### config.mk
export PLATFORM = sky130hd
export DESIGN_NAME = regfile
export DESIGN_NICKNAME = d
export VERILOG_FILES = /design/src/verilog/rvseed_isa_pkg.sv /design/src/verilog/regfile.sv
export SDC_FILE = /design/constraint.sdc
export NUM_CORES = 2
export LEC_CHECK = 0
export BUFFER_PORTS_ARGS = -buffer_cell sky130_fd_sc_hd__buf_4
export CAP_MARGIN = 20
export CORE_MARGIN = 2
export CORE_UTILIZATION = 30
export DETAILED_ROUTE_END_ITERATION = 12
export GPL_TIMING_DRIVEN = 0
export SLEW_MARGIN = 20
export SYNTH_ARGS = -nofsm -noshare
export SYNTH_HDL_FRONTEND = slang
export SYNTH_SLANG_ARGS = --single-unit
### constraint.sdc
create_clock -name clk -period 2.4 [get_ports clk]
set_clock_uncertainty 0.05 [all_clocks]
set_input_delay 0.36 -clock clk [delete_from_list [all_inputs] [get_ports clk]]
set_output_delay 0.36 -clock clk [all_outputs]
set_load 0.02 [all_outputs]
### src/verilog/rvseed_isa_pkg.sv
package rvseed_isa_pkg;

	// integer data path width, one word
	localparam int unsigned xlen = 64;

	// register file address width
	localparam int unsigned reg_addr_width = 5;

	// memory access opcodes carried down the back end
	typedef enum logic [3:0] {
		mop_none  = 4'd0, // no memory access, alu result writes back
		mop_lb    = 4'd1,
		mop_lh    = 4'd2,
		mop_lw    = 4'd3,
		mop_ld    = 4'd4,
		mop_lbu   = 4'd5,
		mop_lhu   = 4'd6,
		mop_lwu   = 4'd7,
		mop_store = 4'd8  // byte lanes picked by wmask
	} mem_op_e;

endpackage

### src/verilog/regfile.sv
`timescale 1ns/10ps

module regfile
	import rvseed_isa_pkg::*;
(
	input  logic                      clk,
	input  logic                      rst_n,
	input  logic                      we_i,
	input  logic [reg_addr_width-1:0] waddr_i,
	input  logic [xlen-1:0]           wdata_i,
	input  logic [reg_addr_width-1:0] raddr_i,
	output logic [xlen-1:0]           rdata_o
);

	localparam int unsigned NUM_REGS = 2 ** reg_addr_width;

	logic [xlen-1:0] regs [NUM_REGS];

	always_ff @(posedge clk or negedge rst_n) begin
		if (!rst_n) begin
			for (int i = 0; i < NUM_REGS; i++) begin
				regs[i] <= '0;
			end
		end else if (we_i && (waddr_i != '0)) begin // x0 stays zero
			regs[waddr_i] <= wdata_i;
		end
	end

	// combinational read, new value visible right after the write edge
	assign rdata_o = regs[raddr_i];

endmodule

==> out/summary.txt <==
Critical path capture point type -> output pin
Largest stage delay on the critical path -> 0.48 ns
Final core utilization -> 36.23%
IO buf count -> 135
Via count -> 54082
Net count after synthesis -> 5669
H-tree levels -> 4
Bufs on Longest Clock Path -> 4
Total clock buffers created by CTS -> 202
Final HPWL from detailed placement -> 223.2 mm
Clock transition at the register clock pins on the worst setup and hold paths after CTS -> 0.07 ns
Slew at the pin closest to its max-slew limit -> 1.204 ns
Shortest clock period the worst path allows after layout -> 3.225 ns
Placed Cells -> 9704
Delay-heaviest family, CP -> multiplexers
Pwr/cell area -> 869.6 nW/um2
I/O pin count -> 141
Synthesis-to-layout area growth -> 20.18%
Arr. time, crit path -> 2.82 ns
Routed wirelength normalized by instance count -> 29.80 um
Final-report hold violation count -> 0
Final setup vio count -> 64
Max-cap violation count -> 0
Crit-path slowest cell -> sky130_fd_sc_hd__mux4_2
Number of antenna violations at the first check in global routing -> 20
Worst setup path startpoint -> regs[92]$_DFFE_PN0P_
Clock tree from TritonCTS -> yes
NumNets Final -> 6130
Synth async-reset ratio -> 100.0%
Register containing the most flip-flops in the final layout -> regs
Detailed Routing Iterations Pass 1 -> 7
Violations in the final reports -> negative setup slack
Path type of the worst setup path -> reg -> out
Top library cells by usage in the layout, fill and taps aside -> 2048 x sky130_fd_sc_hd__dfrtp_1, 1918 x sky130_fd_sc_hd__mux2_2, 495 x sky130_fd_sc_hd__mux4_2
Share of layout cells above drive strength 1 -> 57.15%
Worst vdd rail ir drop -> 0.6510 mV
DRT antenna net count -> 0
Leakage dissipation -> 47.33 nW
Reg-to-reg critical path startpoint -> regs[578]$_DFFE_PN0P_
Overall die height -> 553.1 um
Number of enable-type register cells in the synthesized netlist -> 0
Flip-flop count of the largest register, all copies and words added -> 2048
Synthesized instance count -> 5592
Area enclosed by the die boundary -> 305900 um2
Num rows -> 201
Placement-stage cell area -> 97380 um2
Overflow after GRT -> 0
Post-Synthesis Cell Area -> 90460 um2
Headroom to the max-slew limit -> 19.65%
Endpoint of the worst-slack reg-to-reg timing path -> regs[578]$_DFFE_PN0P_
Worst EP required -> 1.99 ns
Vias in the first global route -> 56769
RePlAce Congestion -> 0.9295
Most frequently used flop master after synthesis -> sky130_fd_sc_hd__dfrtp_1
Width of the chip -> 553.1 um
Core area -> 300000 um2
Kind of start point of the critical path -> flip-flop
Starting density of the core -> 30.15%
Clock root cell -> sky130_fd_sc_hd__clkbuf_16
Worst reg2reg setup slack -> 1.46 ns
Most common cell after layout, fill and taps aside -> sky130_fd_sc_hd__dfrtp_1
DR iter-0 viols -> 4510
Total detailed-routing wirelength -> 303.3 mm
Setup repair after global routing missed its margin -> yes
Cell depth of the worst flop-to-flop path -> 2
Slew Limit Fails -> 0
Count of placed standard cells in the final layout, fillers left out -> 10178
Maximum net fanout on the critical path -> 2
Total power of the final layout -> 94.53 mW
Synth Register Bits -> 2048
Per-cell via count in the routed design -> 5.314
Portion of the post-synthesis area used by sequential elements -> 56.66%
Count of synthesis-stage warnings from yosys -> 0
Finished layout cell area -> 108700 um2
Final worst-path cycle share -> 134.4%
Number of buffers and inverters on the critical path -> 1
Path category of the worst min-delay check -> in -> async
Worst-skew pair later-pin latency -> 0.85 ns
First-pass GRT wire length -> 428.1 mm
Syn_area_per_cell -> 16.18 um2
Final WS setup -> -0.8255 ns
CP cell instances -> mux4_2, mux2_4, nand3_2, nand4_1, buf_4
GRT Overall Usage -> 19.35%
Maximum number of pins on one net before global-route repair -> 155
Outcome -> finished, violations left
Regs by FF count -> regs x2048
Synth unique cells -> 37
Maximum clock rate -> 310.0 MHz
Sink Count -> 2048
Final routed DRC violation total -> 0
Worst setup slack before clock tree synthesis -> -2.875 ns
==> cells in the mapped netlist, types with 9 or more instances <==
cell / number / area [um2]
sky130_fd_sc_hd__o221ai_1: 9 / 78.83
sky130_fd_sc_hd__a22oi_1: 19 / 142.6
sky130_fd_sc_hd__nor2_2: 12 / 75.07
sky130_fd_sc_hd__mux2_1: 66 / 743.2
sky130_fd_sc_hd__nor4_1: 53 / 331.6
sky130_fd_sc_hd__a21oi_1: 9 / 45.04
sky130_fd_sc_hd__clkbuf_1: 344 / 1291
sky130_fd_sc_hd__dfrtp_1: 2048 / 51250
sky130_fd_sc_hd__mux2_2: 1920 / 21620
sky130_fd_sc_hd__mux4_2: 495 / 11150
sky130_fd_sc_hd__buf_2: 241 / 1206
sky130_fd_sc_hd__a211oi_1: 9 / 67.56
sky130_fd_sc_hd__nand2_1: 14 / 52.55
sky130_fd_sc_hd__buf_4: 14 / 105.1
sky130_fd_sc_hd__buf_1: 18 / 67.56
sky130_fd_sc_hd__mux2i_1: 34 / 340.3
sky130_fd_sc_hd__o22ai_1: 230 / 1439
==> cell families (layout without fill, tap and decap cells) <==
| group | after synthesis | in the layout | share of synthesized area [%] |
|---|---|---|---|
| mux | 2515 | 2515 | 37.42 |
| flops | 2048 | 2048 | 56.66 |
| other cells | 0 | 14 | 0 |
| buf+inv | 623 | 1237 | 3.026 |
| simple gates | 130 | 130 | 0.9350 |
| compound gates | 276 | 276 | 1.960 |
==> power breakdown <==
group,leakage (nW),switching [mW],total (mW),internal (mW)
Sequential,26.3,3.38,44.4,41.0
Clock,3.39,13.9,33.3,19.5
Combinational,17.7,7.53,16.8,9.25
==> worst max path at each step <==
stage	slack, ns	cells past startpoint	endpoint
2_1_floorplan	-0.0002	7	rdata_o[18]
4_1_cts	-0.90	5	rdata_o[28]
5_1_grt	-0.84	5	rdata_o[28]
6_report	-0.83	5	rdata_o[28]
3_5_place_dp	-2.88	8	rdata_o[32]
3_3_place_gp	-23.39	1	regs[2018]$_DFFE_PN0P_
==> per-layer routing <==
layer  vias up  wire (um)  GRT usage, %
met5         -          0             0
met1     29799     126100         25.46
met3       610      16830         2.769
li1      21863          -             -
met4         0      18550         10.42
met2      1810     141800         30.86
==> through the flow <==
stage | hold slack, ns | TNS [ns]
2_1_floorplan | 0.01441 | -0.0002303
3_3_place_gp | 0.3961 | -
3_5_place_dp | 0.3825 | -2069.60
4_1_cts | 0.1268 | -333.41
5_1_grt | 0.2008 | -31.28
6_report | 0.2030 | -30.98
==> area by class of cell <==
class                           instances  area, um2
Sequential cell                      2048      51250
Buffer                                616       3825
Clock buffer                          297       6027
Fill cell                           28003     191300
Tap cell                             3958       4952
Multi-Input combinational cell       2921      38870
Timing Repair Buffer                  264       2914
Antenna cell                           14      35.03
Clock inverter                         60      839.6
==> timing repair <==
item | CTS | global route
setup buffers | 21 | 3
pin swaps | 69 | 37
hold endpoints to repair | 455 | 0
setup endpoints to repair | 766 | 1224
hold buffers | 65 | 0
gates resized for setup | 626 | 48
gates cloned | 6 | 15
Power figures use the tool's default switching activity.
