$ cat config.mk
export PLATFORM = sky130hd
export DESIGN_NAME = wb_unit
export DESIGN_NICKNAME = d
export VERILOG_FILES = /design/src/verilog/rvseed_isa_pkg.sv /design/src/verilog/wb_unit.sv
export SDC_FILE = /design/constraint.sdc
export NUM_CORES = 1
export LEC_CHECK = 0
export BUFFER_PORTS_ARGS = -buffer_cell sky130_fd_sc_hd__buf_2
export CELL_PAD_IN_SITES_DETAIL_PLACEMENT = 0
export CELL_PAD_IN_SITES_GLOBAL_PLACEMENT = 1
export CORE_AREA = 5 5 147 107
export DETAILED_ROUTE_END_ITERATION = 10
export DIE_AREA = 0 0 152 112
export GPL_ROUTABILITY_DRIVEN = 1
export GPL_TIMING_DRIVEN = 0
export PLACE_DENSITY_LB_ADDON = 0.1
export SYNTH_ARGS = -nofsm -noshare
export SYNTH_HDL_FRONTEND = slang
export SYNTH_SLANG_ARGS = --single-unit
export TNS_END_PERCENT = 1
$ cat constraint.sdc
create_clock -name vclk -period 1.9
set_input_delay 0.19 -clock vclk [all_inputs]
set_output_delay 0.19 -clock vclk [all_outputs]
set_load 0.01 [all_outputs]
$ cat src/verilog/rvseed_isa_pkg.sv
package rvseed_isa_pkg;

	// integer data path width, one word
	localparam int unsigned xlen = 64;

	// register file address width
	localparam int unsigned reg_addr_width = 5;

	// memory access opcodes carried down the back end
	typedef enum logic [3:0] {
		mop_none  = 4'd0, // no memory access, alu result writes back
		mop_lb    = 4'd1,
		mop_lh    = 4'd2,
		mop_lw    = 4'd3,
		mop_ld    = 4'd4,
		mop_lbu   = 4'd5,
		mop_lhu   = 4'd6,
		mop_lwu   = 4'd7,
		mop_store = 4'd8  // byte lanes picked by wmask
	} mem_op_e;

endpackage

$ cat src/verilog/wb_unit.sv
`timescale 1ns/10ps

module wb_unit
	import rvseed_isa_pkg::*;
(
	input  logic                      wen_i,
	input  logic [reg_addr_width-1:0] rd_i,
	input  logic [xlen-1:0]           alu_res_i,
	input  logic [2:0]                addr_lo_i,
	input  mem_op_e                   mem_op_i,
	input  logic [xlen-1:0]           pc_i,
	input  logic                      ebreak_i,
	input  logic                      valid_i,
	input  logic [xlen-1:0]           load_word_i,  // registered memory word

	output logic                      rf_we_o,
	output logic [reg_addr_width-1:0] rf_waddr_o,
	output logic [xlen-1:0]           rf_wdata_o,
	output logic                      retire_o,
	output logic [xlen-1:0]           retire_pc_o,
	output logic                      ebreak_o
);

	logic [7:0]  byte_lane;
	logic [15:0] half_lane;
	logic [31:0] word_lane;

	// misaligned offsets fall back to the naturally aligned lane
	assign byte_lane = load_word_i[{addr_lo_i, 3'b000} +: 8];
	assign half_lane = load_word_i[{addr_lo_i[2:1], 4'b0000} +: 16];
	assign word_lane = addr_lo_i[2] ? load_word_i[63:32] : load_word_i[31:0];

	always_comb begin
		case (mem_op_i)
			mop_lb:  rf_wdata_o = {{56{byte_lane[7]}}, byte_lane};
			mop_lh:  rf_wdata_o = {{48{half_lane[15]}}, half_lane};
			mop_lw:  rf_wdata_o = {{32{word_lane[31]}}, word_lane};
			mop_ld:  rf_wdata_o = load_word_i;
			mop_lbu: rf_wdata_o = {56'd0, byte_lane};
			mop_lhu: rf_wdata_o = {48'd0, half_lane};
			mop_lwu: rf_wdata_o = {32'd0, word_lane};
			default: rf_wdata_o = alu_res_i; // alu ops and stores
		endcase
	end

	assign rf_we_o     = valid_i && wen_i;
	assign rf_waddr_o  = rd_i;
	assign retire_o    = valid_i;
	assign retire_pc_o = pc_i;
	assign ebreak_o    = valid_i && ebreak_i;

endmodule

==> results.py, run 1 <==
metrics = {
    "floorplan": {
        "initial_core_util_pct": 18.3,
        "core_area_um2": 14300,
        "num_io_pins": 343,
        "die_y_um": 112,
        "dieArea_um2": 17000,
        "chipWidth_um": 152,
        "rows": 37,
    },
    "sta": {
        "drv_slew": 0,
        "setup_viol_count_final": 44,
        "max_slew_margin_pct": 61.3,
        "fin_crit_sh_pct": 104,
        "finalWorstSetupSlack_ns": -0.0765,
        "hold_viol": 0,
        "fin_crit_ns": 1.98,
        "fmax_mhz": 506,
        "whs_ns": 0.565,
        "worst_pin_slew_ns": 0.572,
        "rsz0062_at_grt": "true",
    },
    "route": {
        "ant_nets": 0,
        "via_per_inst": 4.86,
        "drt_wl_total_um": 19400,
        "drt_iter0_markers": 197,
        "firstDrtPassIters": 5,
        "dr_total_vias": 4231,
        "avgRoutedWirePerCell_um": 22.2,
        "drc_errors": 0,
    },
    "global_route": {
        "grt_max_degree": 11,
        "grt_first_pass_wirelength_um": 28000,
        "grt_overflow": 0,
        "antenna_found_initial": 0,
        "grt_usage_pct": 20.9,
        "grt_pass1_vias": 4455,
    },
    "layout": {
        "post-route-util_pct": 34.1,
        "fillers": 1620,
        "seq_cells": 0,
        "post_route_cells_drive_above_1_share_pct": 67.2,
        "antenna_cells": 0,
        "clock_buffers": 0,
        "seqCellArea_um2": 0,
        "nNetsFinal": 885,
        "syn2layout_area_growth_pct": 86.5,
    },
    "critical_path": {
        "worstPathArrival_ns": 1.79,
        "cp.required_ns": 1.71,
        "startpoint_type": "input port",
        "endpoint": "rf_wdata_o[35]",
        "end_kind": "output pin",
        "startpoint": "load_word_i[47]",
        "crit_type": "input port to output pin",
        "path_max_fanout": 10,
    },
    "synth": {
        "synth_top_family_by_area": "compound AO/OA/AOI/OAI gates",
        "synth.distinct_cells": 42,
        "syn-instance-count": 389,
        "synthAdderAreaFrac_pct": 0,
        "synth_mux_area_share_pct": 17.6,
        "yosysSeqAreaShare_pct": 0,
        "syn_avg_cell_area_um2": 6.71,
        "yosys_warnings": 0,
        "synth-simple-area-share_pct": 26.0,
        "synthXorXnorAreaFrac_pct": 0,
        "synthesis.nets": 596,
        "synth_area_um2": 2610,
        "synth_compound_area_share_pct": 29.2,
    },
    "power_and_ir_drop": {
        "peakVddDrop_mv": 0.0976,
        "power_density_nw_per_um2": 283,
        "leakage_nw": 2.45,
    },
    "place": {
        "dpl.hpwl_um": 16200,
        "gp_congestion": 0.803,
        "portBuffers": 272,
    },
    "outcome": {
        "violations": "negative setup slack",
        "outcome": "finished with violations",
    },
    "job": {
        "maxCapViolCount": 0,
    },
    "min_path": {
        "hp-class": "input port to output pin",
    },
    "clock_tree": {
        "cts-hold-fix-buffers": 0,
    },
}
routing by layer:
layer	track usage (%)	vias up	wire [um]
met5	0	-	0
met2	33.8	260	8600
met1	29.4	1989	8700
met3	4.78	14	1860
met4	2.04	0	204
li1	-	1968	-
where the power goes:
group	total, W	internal, W	switching, W
sequential	0	0	0
clock	0	0	0
combinational	0.00138	0.000662	0.000716
per-stage QoR:
| step | power, W | setup TNS [ns] | setup slack, ns | area, um^2 | cells |
|---|---|---|---|---|---|
| floorplan | 0.000643 | 0 | 0.107 | 2610 | 389 |
| global placement | 0.00122 | -41.79 | -0.821 | 4210 | 856 |
| detailed placement | 0.00122 | -41.67 | -0.791 | 4210 | 856 |
| CTS | 0.00132 | -2.97 | -0.101 | 4650 | 870 |
| global route | 0.00148 | -5.26 | -0.157 | 4870 | 871 |
| finish | 0.00138 | -1.70 | -0.0765 | 4870 | 871 |
placed cells by master (no fill, tap or decap), types with 3 or more instances in the layout:
master and instances:
a31oi_2 5, buf_6 15, a211o_1 4, nand3_1 4
nor2_1 63, a21oi_4 3, a221o_1 4, a222oi_1 4
buf_4 94, clkbuf_4 4, a31oi_1 32, a22oi_1 4
a31oi_4 3, a221oi_2 6, mux4_2 15, a21oi_2 8
a221oi_1 15, nor2b_1 3, clkbuf_2 5, nand2b_1 3
nand2_1 44, buf_12 3, nand3b_1 3, buf_2 266
a21oi_1 10, mux2i_1 9
how the worst min path moves through the flow:
stage | slack, ns | to | from | cells after the start
3_3_place_gp | 0.57 | retire_pc_o[44] | pc_i[44] | 2
3_5_place_dp | 0.57 | retire_pc_o[21] | pc_i[21] | 2
2_1_floorplan | 0.47 | retire_o | valid_i | 1
6_report | 0.56 | retire_pc_o[8] | pc_i[8] | 2
4_1_cts | 0.57 | retire_pc_o[21] | pc_i[21] | 2
5_1_grt | 0.57 | retire_pc_o[0] | pc_i[0] | 2
synth_stat cells:
master	n	area, um^2
a211oi_1	1	7.51
nor4b_4	1	23.8
a21oi_1	21	105
buf_2	16	80.1
mux2i_1	11	110
nand4bb_1	1	11.3
a221o_1	4	40.0
nand4_1	1	6.26
a31oi_1	40	250
inv_1	2	7.51
nand3_1	5	25.0
a41oi_1	1	8.76
buf_6	2	22.5
nand2b_1	3	18.8
a22oi_1	5	37.5
or3b_1	1	8.76
nor4bb_1	1	10.0
nor4b_1	2	17.5
a21boi_0	1	7.51
a311oi_2	1	15.0
nor4_1	1	6.26
a211o_1	4	35.0
clkbuf_1	16	60.1
or3b_2	2	17.5
a2111oi_0	1	8.76
a222oi_1	4	40.0
nand2_1	45	169
a221oi_1	21	184
mux4_2	15	338
and3_1	2	12.5
and2_1	3	18.8
buf_4	72	541
nor3_1	4	20.0
nor2b_1	4	25.0
a32oi_1	1	8.76
nand3b_1	3	22.5
nor2_1	65	244
mux2_2	1	11.3
or2_2	1	6.26
o21ai_0	1	5.00
o21bai_1	1	7.51
nor3b_1	2	15.0
critical path, stage by stage:
cell and delay, ns:
buf_2 0.16, mux4_2 0.45, nor4b_2 0.19, a31oi_4 0.22
buf_8 0.18, buf_12 0.15, a31oi_2 0.08, buf_2 0.14
repair_timing:
item,in CTS,in global routing
gates resized for setup,90,47
setup endpoints to repair,64,64
buffers inserted,14,1
pin swaps,9,5
gates cloned,1,0
cell type report:
| type | count | area, um^2 | area share (%) |
|---|---|---|---|
| multi-input cells | 281 | 2210 | 45.4 |
| repair buffers | 288 | 1520 | 31.3 |
| plain buffers | 105 | 886 | 18.2 |
| well taps | 195 | 244 | 5.01 |
| inverters | 2 | 7.51 | 0.154 |
kinds of logic after synthesis:
| group | count (synthesis) |
|---|---|
| simple gates | 147 |
| buf+inv | 108 |
| compound gates | 107 |
| mux | 27 |
No activity file was read; power rests on OpenSTA's default activity.
==> inputs of run 2 (changes only) <==
==> config.mk (replaced) <==
export PLATFORM = sky130hd
export DESIGN_NAME = wb_unit
export DESIGN_NICKNAME = d
export VERILOG_FILES = /design/src/verilog/rvseed_isa_pkg.sv /design/src/verilog/wb_unit.sv
export SDC_FILE = /design/constraint.sdc
export NUM_CORES = 1
export LEC_CHECK = 0
export BUFFER_PORTS_ARGS = -buffer_cell sky130_fd_sc_hd__buf_2
export CORE_AREA = 5 5 130 132
export DETAILED_ROUTE_END_ITERATION = 10
export DIE_AREA = 0 0 135 137
export GPL_ROUTABILITY_DRIVEN = 1
export GPL_TIMING_DRIVEN = 0
export SETUP_SLACK_MARGIN = 0.1
export SYNTH_ARGS = -nofsm -noshare
export SYNTH_HDL_FRONTEND = slang
export SYNTH_SLANG_ARGS = --single-unit
export TNS_END_PERCENT = 1
==> results.py, run 2 (synthesized netlist as in run 1, its figures left out) <==
metrics = {
    "global_route": {
        "grt_overflow": 0,
        "grt_first_pass_wirelength_um": 28400,
        "antenna_found_initial": 3,
        "grt_max_degree": 11,
        "grt_usage_pct": 20.6,
        "grt_pass1_vias": 4420,
    },
    "route": {
        "drt_wl_total_um": 21000,
        "via_per_inst": 4.85,
        "avgRoutedWirePerCell_um": 23.5,
        "ant_nets": 0,
        "drt_iter0_markers": 222,
        "firstDrtPassIters": 5,
        "drc_errors": 0,
        "dr_total_vias": 4340,
    },
    "place": {
        "placed_area_um2": 4240,
        "dpl.hpwl_um": 16900,
        "gp_congestion": 0.878,
        "portBuffers": 272,
        "dp.cells": 877,
    },
    "power_and_ir_drop": {
        "clkPwrFrac_pct": 0,
        "p_seq_share_pct": 0,
        "leakage_nw": 2.52,
        "comb_power_share_pct": 100.0,
        "swShare_pct": 52.1,
        "power.switching_w": 0.000758,
        "power_density_nw_per_um2": 284,
        "internal_power_w": 0.000697,
        "peakVddDrop_mv": 0.0916,
    },
    "layout": {
        "nNetsFinal": 885,
        "syn2layout_area_growth_pct": 96.1,
        "stdcell_area_um2": 5110,
        "seq_cells": 0,
        "layout_common_cells": "buf_2, buf_4, nor2_1, nand2_1, a31oi_1",
        "final_common_cell": "buf_2",
        "seqCellArea_um2": 0,
        "post-route-util_pct": 32.8,
        "clock_buffers": 0,
        "post_route_cells_drive_above_1_share_pct": 68.6,
        "fillers": 1733,
        "final_cells": 894,
    },
    "critical_path": {
        "crit_slowest_cell": "a221oi_1",
        "critPathMaxStageDelay_ns": 0.32,
        "worstPathCellList": "buf_6 -> buf_2 -> or2_4 -> clkbuf_8 -> clkbuf_4 -> a221oi_1 -> nand3_1 -> buf_2",
        "cp_common_cell": "buf_2",
        "crit_type": "input port to output pin",
        "path_max_fanout": 10,
        "cp.required_ns": 1.71,
        "end_kind": "output pin",
        "startpoint_type": "input port",
        "worstPathArrival_ns": 1.87,
    },
    "sta": {
        "fin_crit_ns": 2.06,
        "finalWorstSetupSlack_ns": -0.158,
        "worst_pin_slew_ns": 0.643,
        "hold_viol": 0,
        "max_slew_margin_pct": 56.5,
        "whs_ns": 0.564,
        "fin_crit_sh_pct": 108,
        "setup_viol_count_final": 60,
        "drv_slew": 0,
        "rsz0062_at_grt": "true",
        "setup_tns_ns": -3.54,
        "fmax_mhz": 486,
    },
    "outcome": {
        "outcome": "finished with violations",
        "violations": "negative setup slack",
    },
    "min_path": {
        "min_to": "rf_waddr_o[4]",
        "hold_depth": 2,
        "hp-class": "input port to output pin",
        "worstHoldStart": "rd_i[4]",
    },
    "floorplan": {
        "num_io_pins": 343,
        "dieArea_um2": 18500,
        "chipWidth_um": 135,
        "die_y_um": 137,
        "rows": 46,
        "initial_core_util_pct": 16.7,
        "core_area_um2": 15600,
    },
    "clock_tree": {
        "cts-hold-fix-buffers": 0,
    },
    "job": {
        "maxCapViolCount": 0,
    },
}
[run 2: cell count changes in the layout (fill, tap and decap cells not counted), sizes merged]
cell    previous run  this run
bufbuf             0         1
buf              380       379
diode              0         2
[run 2: critical path, delay by kind of cell]
kind,cells,cell delay (ns)
AOI/OAI and AO/OA,1,0.32
buffers and inverters,5,0.87
and+or+nand+nor,2,0.46
[run 2: worst max-delay path by stage]
stage,from,end,cells past startpoint
after floorplan,addr_lo_i[2],rf_wdata_o[12],7
after global placement,mem_op_i[3],rf_wdata_o[8],8
after detailed placement,mem_op_i[3],rf_wdata_o[8],8
after CTS,mem_op_i[3],rf_wdata_o[34],8
after global routing,mem_op_i[3],rf_wdata_o[0],8
final,mem_op_i[3],rf_wdata_o[11],8
[run 2: stage by stage]
stage | power (W) | setup WS [ns]
floorplan | 0.000643 | 0.107
global placement | 0.00123 | -0.964
detailed placement | 0.00123 | -0.924
CTS | 0.00143 | -0.133
global route | 0.00155 | -0.178
finish | 0.00146 | -0.158
[run 2: metal layers]
layer  vias up  track usage [%]  share of wire, %
met4         4             1.62              0.81
met3        13             5.29               9.8
li1       1971                -                 -
met2       277             38.4                50
met5         -                0              0.12
met1      2075             24.8                39
[run 2: power groups by stage]
stage / Combinational [W] / Sequential [W] / Clock, W
3_3_place_gp: 0.00123 / 0 / 0
4_1_cts: 0.00143 / 0 / 0
5_1_grt: 0.00155 / 0 / 0.0000000000703
3_5_place_dp: 0.00123 / 0 / 0
6_report: 0.00146 / 0 / 0.000000000141
2_1_floorplan: 0.000643 / 0 / 0
[run 2: timing repair]
action	4_1_cts	5_1_grt
gates resized for setup	137	22
setup endpoints to repair	64	64
setup buffers	11	0
endpoints found under the hold margin	0	0
pin swaps	13	5
gates cloned	4	0
[run 2: cell type report]
cell class / count / area [um^2] / share of cell area [%]
Inverter: 2 / 7.51 / 0.147
Buffer: 106 / 871 / 17.0
Antenna cell: 2 / 5.00 / 0.0978
Multi-Input combinational cell: 281 / 2320 / 45.5
Timing Repair Buffer: 287 / 1640 / 32.0
Tap cell: 216 / 270 / 5.28
