**src/verilog/rvseed_cfg_pkg.sv**
```systemverilog
package rvseed_cfg_pkg;

	// data memory size in 64-bit words, power of two
	localparam int unsigned def_dmem_depth = 256;

	// pc shown on the retire port until the first instruction
	localparam logic [63:0] def_reset_pc = 64'h0000_0000_8000_0000;

endpackage

```
**src/verilog/rvseed_isa_pkg.sv**
```systemverilog
package rvseed_isa_pkg;

	// integer data path width, one word
	localparam int unsigned xlen = 64;

	// register file address width
	localparam int unsigned reg_addr_width = 5;

	// memory access opcodes carried down the back end
	typedef enum logic [3:0] {
		mop_none  = 4'd0, // no memory access, alu result writes back
		mop_lb    = 4'd1,
		mop_lh    = 4'd2,
		mop_lw    = 4'd3,
		mop_ld    = 4'd4,
		mop_lbu   = 4'd5,
		mop_lhu   = 4'd6,
		mop_lwu   = 4'd7,
		mop_store = 4'd8  // byte lanes picked by wmask
	} mem_op_e;

endpackage

```
**src/verilog/mem_wb_regs.sv**
```systemverilog
`timescale 1ns/10ps

module mem_wb_regs
	import rvseed_isa_pkg::*;
	import rvseed_cfg_pkg::*;
#(
	parameter logic [xlen-1:0] RESET_PC = def_reset_pc
) (
	input  logic                      clk,
	input  logic                      rst_n,
	input  logic                      hold_i,     // freeze the stage

	input  logic                      wen_i,      // register write enable
	input  logic [reg_addr_width-1:0] rd_i,
	input  logic [xlen-1:0]           alu_res_i,
	input  logic [2:0]                addr_lo_i,  // byte offset for lane select
	input  mem_op_e                   mem_op_i,
	input  logic [xlen-1:0]           pc_i,
	input  logic                      ebreak_i,
	input  logic                      valid_i,

	output logic                      wen_o,
	output logic [reg_addr_width-1:0] rd_o,
	output logic [xlen-1:0]           alu_res_o,
	output logic [2:0]                addr_lo_o,
	output mem_op_e                   mem_op_o,
	output logic [xlen-1:0]           pc_o,
	output logic                      ebreak_o,
	output logic                      valid_o
);

	always_ff @(posedge clk or negedge rst_n) begin
		if (!rst_n) begin
			wen_o     <= 1'b0;
			rd_o      <= '0;
			alu_res_o <= '0;
			addr_lo_o <= 3'd0;
			mem_op_o  <= mop_none;
			pc_o      <= RESET_PC;
			ebreak_o  <= 1'b0;
		end else if (hold_i) begin
			// held instruction stays put
			wen_o     <= wen_o;
			rd_o      <= rd_o;
			alu_res_o <= alu_res_o;
			addr_lo_o <= addr_lo_o;
			mem_op_o  <= mem_op_o;
			pc_o      <= pc_o;
			ebreak_o  <= ebreak_o;
		end else begin
			wen_o     <= wen_i;
			rd_o      <= rd_i;
			alu_res_o <= alu_res_i;
			addr_lo_o <= addr_lo_i;
			mem_op_o  <= mem_op_i;
			pc_o      <= pc_i;
			ebreak_o  <= ebreak_i;
		end
	end

	// valid reloads even under hold, so held fields never retire twice
	always_ff @(posedge clk or negedge rst_n) begin
		if (!rst_n) begin
			valid_o <= 1'b0;
		end else begin
			valid_o <= valid_i;
		end
	end

endmodule

```
**config.mk**
```make
export PLATFORM = sky130hd
export DESIGN_NAME = mem_wb_regs
export DESIGN_NICKNAME = d
export VERILOG_FILES = /design/src/verilog/rvseed_cfg_pkg.sv /design/src/verilog/rvseed_isa_pkg.sv /design/src/verilog/mem_wb_regs.sv
export SDC_FILE = /design/constraint.sdc
export NUM_CORES = 1
export LEC_CHECK = 0
export BUFFER_PORTS_ARGS = -buffer_cell sky130_fd_sc_hd__buf_2
export CAP_MARGIN = 20
export CORE_ASPECT_RATIO = 1.75
export CORE_MARGIN = 10
export CORE_UTILIZATION = 30
export CTS_CLUSTER_SIZE = 25
export DETAILED_ROUTE_END_ITERATION = 12
export MAX_ROUTING_LAYER = met4
export PLACE_DENSITY = 0.64
export SYNTH_ARGS = -nofsm -noshare
export SYNTH_HDL_FRONTEND = slang
export SYNTH_SLANG_ARGS = --single-unit
```
**constraint.sdc**
```tcl
create_clock -name clk -period 1.35 [get_ports clk]
set_input_delay 0.135 -clock clk [delete_from_list [all_inputs] [get_ports clk]]
set_output_delay 0.135 -clock clk [all_outputs]
set_load 0.01 [all_outputs]
```
==> impl_metrics.tcl, run 1 <==
set metrics [dict create \
    intPower_w 0.00988 \
    synthArstFlopShare_pct 100 \
    drt_iter0_drc 146 \
    critPathMaxFanout 2 \
    crit_chain "buf_2" \
    yosysSeqAreaShare_pct 63.7 \
    cts_setup_buffers 0 \
    ys_types 6 \
    fin_nets 891 \
    synth.top_cells.by_count "dfrtp_1 (142), mux2_4 (80), mux2_2 (62)" \
    die_w_um 123 \
    yosys.area.top_type "dfrtp_1" \
    p_clk_share_pct 44.3 \
    hold_path_depth 2 \
    n_fill_cell 1544 \
    layout-drive-gt1-share_pct 62.3 \
    dp_hpwl_mm 13.3 \
    die_h_um 201 \
    syn_avg_cell_area_sq_um 18.7 \
    seqPwrFrac_pct 38.7 \
    multi_input_area_sq_um 1900 \
    path_clk_slew_ps 60 \
    via_per_inst 4.35 \
    setup.worst_path.class "flip-flop to primary output" \
    crit_required_ps 1220 \
    rsz0062_at_grt "no" \
    track_usage_pct 15.8 \
    syn_area_sq_um 5620 \
    r2r_cells 1 \
    path_buf_inv 1 \
    use_met3_pct 4.93 \
    cap_violations 0 \
    vias 4342 \
    globalRouteMet2Util_pct 27.0 \
    fin_worst_skew_ps 0 \
    synth_nets 447 \
    finalSetupTns_ps 0 \
    tightest_slew_ps 340 \
    syn_to_final_growth_pct 69.7 \
    cp_slowest_stage_delay_ps 530 \
    dr.pass1.iters 6 \
    fin_crit_ps 1220 \
    timing.fmax_mhz 817 \
    gr-total-overflow 0 \
    place.gp.congestion 0.776 \
    crit_cells 1 \
    synthCells 301 \
    use_met1_pct 15.1 \
    crit_path_end_kind "primary output" \
    clockBufferDepth 2 \
    wl_per_cell_um 18.8 \
    report.final.hold_viol_count 0 \
    start_kind "flip-flop" \
    grt_pass1_vias 5170 \
    synth_edf_count 0 \
    crit_arrival_ps 1090 \
    seq_area_sq_um 3580 \
    cpMaxStageDelayCell "dfstp_2" \
    hold_path_class "input pin to flip-flop" \
    swShare_pct 22.8 \
    ys.flop_type "dfrtp_1" \
    status "completed" \
    synth.ff_latch_count 143 \
    ant_nets 0 \
    ctsRootBufferMaster "clkbuf_16" \
    port_buffers 288 \
    core_sq_um 18500 \
    leakagePower_nw 4.74 \
    die-area_sq_um 24800 \
    yosysWarnings 0 \
    dpl_worst_slack_ps 234 \
    yosys-top-cells-area "dfrtp_1 (63%), mux2_4 (21%), mux2_2 (12%), buf_6 (2.0%), buf_2 (0.53%)" \
    numCtsBuffers 17 \
    p_sw_w 0.00292 \
    grt_busiest_layer "met2" \
    grt_max_degree 49 \
    io_pins 289 \
    finalSetupViolations 0 \
    comb_power_share_pct 17.0 \
    setup_slack_ps 126 \
    start_util_pct 30.4 \
    cts_tree "yes" \
    wl_mm 18.8 \
    relSlewSlack_pct 77.3 \
    maxSlewViolCount 0 \
    power_density_nw_per_um2 1340 \
    yosysMostFrequentCell "dfrtp_1" \
    grt_antenna_before_repair 2 \
    worstSkewPairLatency_ps 410 \
    ir_worst_vdd_v 0.00129 \
    grt_pass1_wl_mm 29.1 \
    synth_top_area_share_pct 63.2 \
    htreeDepth 4 \
    fin_crit_sh_pct 90.6 \
    clock_sinks 143 \
    rows 66 \
    cp_top_family "flip-flops" \
    drc 0 \
]
==> registers in the layout, indices dropped and copies added, names as in the netlist <==
name,cells
addr_lo_o,3
alu_res_o,64
ebreak_o,1
mem_op_o,4
pc_o,64
rd_o,5
valid_o,1
wen_o,1
==> area by class of cell <==
cell class,instances,area share [%]
tap,238,3.12
antenna,2,0.0525
sequential,143,37.5
multi-input combinational,142,19.9
clock buffer,22,5.18
timing repair buffer,441,31.8
clock inverter,10,2.39
==> what timing repair did <==
item / in CTS / in global routing
hold buffers: 144 / 0
gates resized for setup: 0 / 0
hold endpoints to repair: 286 / 0
==> final timing paths <==
path | from | end | slack [ps]
min in group asynchronous | rst_n | pc_o[41] | 200
min | hold_i | pc_o[36] | 70
max in group asynchronous | rst_n | pc_o[32] | 630
min reg2reg | pc_o[6] | pc_o[6] | 500
max reg2reg | pc_o[39] | pc_o[39] | 570
max | pc_o[31] | pc_o[31] | 130
==> per-layer routing <==
metal  up-vias  part of all wire [%]
li1       1948                     -
met1      2148                    34
met2       193                    54
met3        53                   6.3
met4         0                   4.8
met5         -                     0
==> placed cells by master, fill, tap and decap left out, drive strengths merged <==
cell	count
buf	297
dlygate4sd3	144
dfrtp	142
mux2	142
clkbuf	22
bufinv	7
diode	2
clkinv	2
clkinvlp	1
dfstp	1
==> logic make-up after synthesis <==
logic type,Yosys count,share of synthesized area [%]
buf+inv,16,2.54
mux,142,33.8
flops,143,63.7
==> power groups by stage <==
stage                     logic [W]  clock network, W  registers (W)
after floorplan            0.000699                 0        0.00521
after global routing        0.00233           0.00599        0.00501
after detailed placement    0.00186                 0        0.00502
after global placement      0.00181                 0        0.00500
after CTS                   0.00220           0.00580        0.00495
final                       0.00218           0.00567        0.00496
==> through the flow <==
step	area [sq um]	cells	total power, W	util, %	hold slack (ps)
after floorplan	5620	301	0.00591	-	-161
after global placement	7370	820	0.00681	39.9	45.4
after detailed placement	7370	820	0.00688	39.9	45.4
after CTS	9540	996	0.0130	51.6	34.7
after global routing	9540	998	0.0133	51.6	48.6
final	9540	998	0.0128	51.6	66.8
Note: power is estimated with default switching activity, not from simulation.
==> inputs of run 2 (changes only) <==
--- a/config.mk
+++ b/config.mk
@@ -12,7 +12,7 @@
 export CORE_UTILIZATION = 30
 export CTS_CLUSTER_SIZE = 25
 export DETAILED_ROUTE_END_ITERATION = 12
-export MAX_ROUTING_LAYER = met4
+export GPL_TIMING_DRIVEN = 0
 export PLACE_DENSITY = 0.64
 export SYNTH_ARGS = -nofsm -noshare
 export SYNTH_HDL_FRONTEND = slang
==> impl_metrics.tcl, run 2 (same netlist as run 1, synthesis figures left out) <==
set metrics [dict create \
    htreeDepth 4 \
    drc 0 \
    seq_area_sq_um 3580 \
    tightest_slew_ps 660 \
    fin_crit_ps 1220 \
    path_buf_inv 1 \
    syn_to_final_growth_pct 67.1 \
    hold_path_class "input pin to flip-flop" \
    track_usage_pct 15.4 \
    final_common_cell "buf_2" \
    leakagePower_nw 4.68 \
    ctsRootBufferMaster "clkbuf_16" \
    finalSetupViolations 0 \
    cp_top_family "flip-flops" \
    globalRouteMet2Util_pct 26.5 \
    clockBufferDepth 2 \
    ir_worst_vdd_v 0.000662 \
    postCtsResizedCells 0 \
    rrSetupSlack_ps 550 \
    dp_hpwl_mm 13.2 \
    crit_path_end_kind "primary output" \
    via_per_inst 4.28 \
    setup.worst_path.class "flip-flop to primary output" \
    io_pins 289 \
    grt_max_degree 73 \
    relSlewSlack_pct 56.0 \
    timing.fmax_mhz 817 \
    die-area_sq_um 24800 \
    start_kind "flip-flop" \
    maxSlewViolCount 0 \
    fin_nets 898 \
    crit_chain "buf_2" \
    vias 4291 \
    rsz0062_at_grt "no" \
    final_cell_mix "buf_2 (292), dlygate4sd3_1 (144), dfrtp_1 (142), mux2_4 (80), mux2_2 (62)" \
    grt_antenna_before_repair 2 \
    place.gp.congestion 0.785 \
    layout-drive-gt1-share_pct 62.3 \
    rows 66 \
    cts_tree "yes" \
    cp_slowest_stage_delay_ps 530 \
    die_w_um 123 \
    status "completed" \
    hold_end "ebreak_o" \
    biggestRegsByFlops "alu_res_o (64), pc_o (64), rd_o (5)" \
    crit_required_ps 1220 \
    ant_nets 0 \
    die_h_um 201 \
    wl_per_cell_um 18.6 \
    holdWs_ps 219 \
    power_density_nw_per_um2 1230 \
    fin_crit_sh_pct 90.6 \
    setup_slack_ps 126 \
    use_met3_pct 5.46 \
    cpMaxStageDelayCell "dfstp_2" \
    port_buffers 287 \
    start_util_pct 30.4 \
    grt_pass1_wl_mm 29.5 \
    dr.pass1.iters 4 \
    critPathMaxFanout 2 \
    drt_iter0_drc 163 \
    dpl_worst_slack_ps 218 \
    hold_path_depth 3 \
    grt_busiest_layer "met2" \
    multi_input_area_sq_um 1900 \
    utilization_pct 50.8 \
    cap_violations 0 \
    n_fill_cell 1562 \
    worstSkewPairLatency_ps 410 \
    grt_pass1_vias 5208 \
    use_met1_pct 15.5 \
    numCtsBuffers 17 \
    rr_startpoint "pc_o[40]" \
    gr-total-overflow 0 \
    finalSetupTns_ps 0 \
    crit_arrival_ps 1090 \
    hold_path.startpoint "hold_i" \
    report.final.hold_viol_count 0 \
    finalPower_w 0.0116 \
    wl_mm 18.7 \
    fin_worst_skew_ps 0 \
    core_sq_um 18500 \
    r2r_cells 1 \
    clock_sinks 143 \
    path_clk_slew_ps 60 \
    r2r_end "pc_o[40]" \
]
-- run 2: cell count changes in the layout (fill, tap and decap cells not counted), sizes merged --
cell and change:
buf +7, bufinv -6, clkinv +4, clkinvlp +1
diode -1
-- run 2: through the flow --
step	area, sq um	std cells
2_1_floorplan	5620	301
3_3_place_gp	7360	826
3_5_place_dp	7390	827
4_1_cts	9390	1002
5_1_grt	9390	1003
6_report	9390	1003
-- run 2: timing repair --
item,4_1_cts,5_1_grt
hold endpoints to repair,214,0
hold buffers,144,0
buffers inserted,0,0
-- run 2: worst max path at each step --
stage / from / endpoint / slack (ps) / depth (start not counted)
after floorplan: hold_i / addr_lo_o[0] / 390 / 4
after global placement: rst_n / alu_res_o[58] / -1670 / 1
after detailed placement: hold_i / alu_res_o[60] / 220 / 4
after CTS: pc_o[31] / pc_o[31] / 90 / 1
after global routing: rst_n / pc_o[31] / 80 / 3
final: pc_o[31] / pc_o[31] / 130 / 1
-- run 2: report_power, final --
part	total, W	leakage, nW	internal, W	switching [W]
logic	0.00217	2.73	0.00126	0.000905
registers	0.00496	1.67	0.00472	0.000237
clock network	0.00447	0.272	0.00267	0.00180
-- run 2: cell type report --
class | count | area share, %
Antenna cell | 1 | 0.0266
Buffer | 16 | 1.52
Clock buffer | 22 | 5.05
Clock inverter | 9 | 0.919
Multi-Input combinational cell | 142 | 20.2
Sequential cell | 143 | 38.1
Tap cell | 238 | 3.17
Timing Repair Buffer | 432 | 31.0
-- run 2: per-layer routing --
metal,up-vias,share of wire (%)
met5,-,0.037
met4,2,4.1
met3,44,7.7
met2,170,54
met1,2125,34
li1,1950,-
-- run 2: tightest hold or removal path, stage by stage --
cell and delay, ps:
buf_6 100, buf_6 190, mux2_2 170
==> inputs of run 3 (changes only) <==
--- a/config.mk
+++ b/config.mk
@@ -13,7 +13,9 @@
 export CTS_CLUSTER_SIZE = 25
 export DETAILED_ROUTE_END_ITERATION = 12
 export GPL_TIMING_DRIVEN = 0
-export PLACE_DENSITY = 0.64
+export PLACE_DENSITY = 0.66
+export SETUP_SLACK_MARGIN = 0.4
+export SLEW_MARGIN = 0
 export SYNTH_ARGS = -nofsm -noshare
 export SYNTH_HDL_FRONTEND = slang
 export SYNTH_SLANG_ARGS = --single-unit
==> impl_metrics.tcl, run 3 (same netlist as run 1, synthesis figures left out) <==
set metrics [dict create \
    status "complete, but fails checks" \
    violations "hold timing" \
    rows 66 \
    holdBufCountCts 143 \
    cp_slowest_stage_delay_ps 530 \
    htreeDepth 4 \
    top_layer_used "met4" \
    cap_violations 0 \
    finalSetupViolations 0 \
    via_per_inst 4.29 \
    io_pins 289 \
    place.gp.congestion 0.769 \
    dr.pass1.iters 4 \
    syn_to_final_growth_pct 89.5 \
    holdWs_ps -298 \
    fin_nets 975 \
    grt_antenna_before_repair 2 \
    fin_crit_ps 1190 \
    vias 4638 \
    crit_required_ps 1220 \
    biggestRegsByFlops "alu_res_o (64), pc_o (64), rd_o (5)" \
    drt_iter0_drc 154 \
    dp_hpwl_mm 13.0 \
    finalInstanceArea_sq_um 10700 \
    rr_startpoint "alu_res_o[2]" \
    fin_crit_sh_pct 88.4 \
    hold_path_class "input pin to async pin" \
    numCtsBuffers 17 \
    crit_chain "buf_6" \
    drc 0 \
    cts_tree "yes" \
    tightest_slew_ps 623 \
    cpMaxStageDelayCell "dfstp_2" \
    fin_worst_skew_ps 0 \
    rsz0062_at_grt "yes" \
    ctsRootBufferMaster "clkbuf_16" \
    ir_worst_vdd_v 0.000854 \
    port_buffers 287 \
    setup.worst_path.class "flip-flop to primary output" \
    timing.fmax_mhz 838 \
    wl_met2_mm 11.3 \
    grt_pass1_wl_mm 30.7 \
    r2r_cells 3 \
    rrSetupSlack_ps 310 \
    crit_arrival_ps 1060 \
    maxSlewViolCount 0 \
    worstSkewPairLatency_ps 420 \
    final_cell_mix "buf_2 (200), dlygate4sd3_1 (143), dfrtp_1 (142), buf_6 (103), mux2_4 (80)" \
    ant_nets 0 \
    clockBufferDepth 2 \
    cp_top_family "flip-flops" \
    final_common_cell "buf_2" \
    path_clk_slew_ps 60 \
    start_kind "flip-flop" \
    die_h_um 201 \
    layout-drive-gt1-share_pct 65.9 \
    n_fill_cell 1358 \
    start_util_pct 30.4 \
    critPathMaxFanout 2 \
    wl_met1_mm 6.91 \
    path_buf_inv 1 \
    met3_length_mm 1.44 \
    r2r_end "alu_res_o[2]" \
    track_usage_pct 16.0 \
    power_density_nw_per_um2 1230 \
    gr-total-overflow 0 \
    wl_per_cell_um 19.1 \
    finalSetupTns_ps 0 \
    grt_pass1_vias 5523 \
    wl_mm 20.7 \
    core_sq_um 18500 \
    clock_sinks 143 \
    relSlewSlack_pct 58.4 \
    die-area_sq_um 24800 \
    report.final.hold_viol_count 66 \
    grt_max_degree 78 \
    place_area_sq_um 7390 \
    crit_path_end_kind "primary output" \
    die_w_um 123 \
    leakagePower_nw 5.29 \
]
run 3: metal layers:
| metal | up-vias | GRT usage (%) |
|---|---|---|
| li1 | 2111 | - |
| met4 | 0 | 10.1 |
| met3 | 62 | 5.49 |
| met1 | 2260 | 15.5 |
| met2 | 205 | 27.9 |
| met5 | - | 0 |
run 3: layout make-up:
class,count,area (sq um),share of cell area [%]
multi-input cells,142,1900,17.8
clock buffers,23,488,4.58
repair buffers,509,4060,38.1
clock inverters,9,179,1.68
flip-flops and latches,143,3580,33.6
plain buffers,16,143,1.34
diodes,2,5.00,0.0470
well taps,238,298,2.80
run 3: report_power, final:
part,internal (W),switching (W),total (W)
registers,0.00472,0.000302,0.00503
clock network,0.00348,0.00178,0.00525
logic,0.00185,0.00103,0.00287
run 3: timing repair:
item,CTS,global route
gates cloned,0,0
endpoints found under the hold margin,209,66
gates resized for setup,65,46
endpoints found under the setup margin,143,143
buffers inserted,45,33
run 3: metrics by stage:
stage          hold WS, ps  utilization, %  setup slack, ps  instances  power, W
6_report              -298            57.6              157       1082    0.0131
5_1_grt               -251            57.6              116       1082    0.0137
4_1_cts               -297            54.7              122       1047    0.0129
3_5_place_dp           163            39.9              207        827   0.00687
3_3_place_gp           243            39.8            -1670        826   0.00679
2_1_floorplan         -161               -              394        301   0.00591
run 3: worst max path at each step:
stage               startpoint  slack [ps]  depth (start not counted)            to
finish                pc_o[31]         160                          1      pc_o[31]
global route          pc_o[31]         120                          1      pc_o[31]
floorplan               hold_i         390                          4  addr_lo_o[0]
CTS                   pc_o[31]         120                          1      pc_o[31]
detailed placement      hold_i         210                          4  addr_lo_o[1]
global placement         rst_n       -1670                          1      pc_o[54]
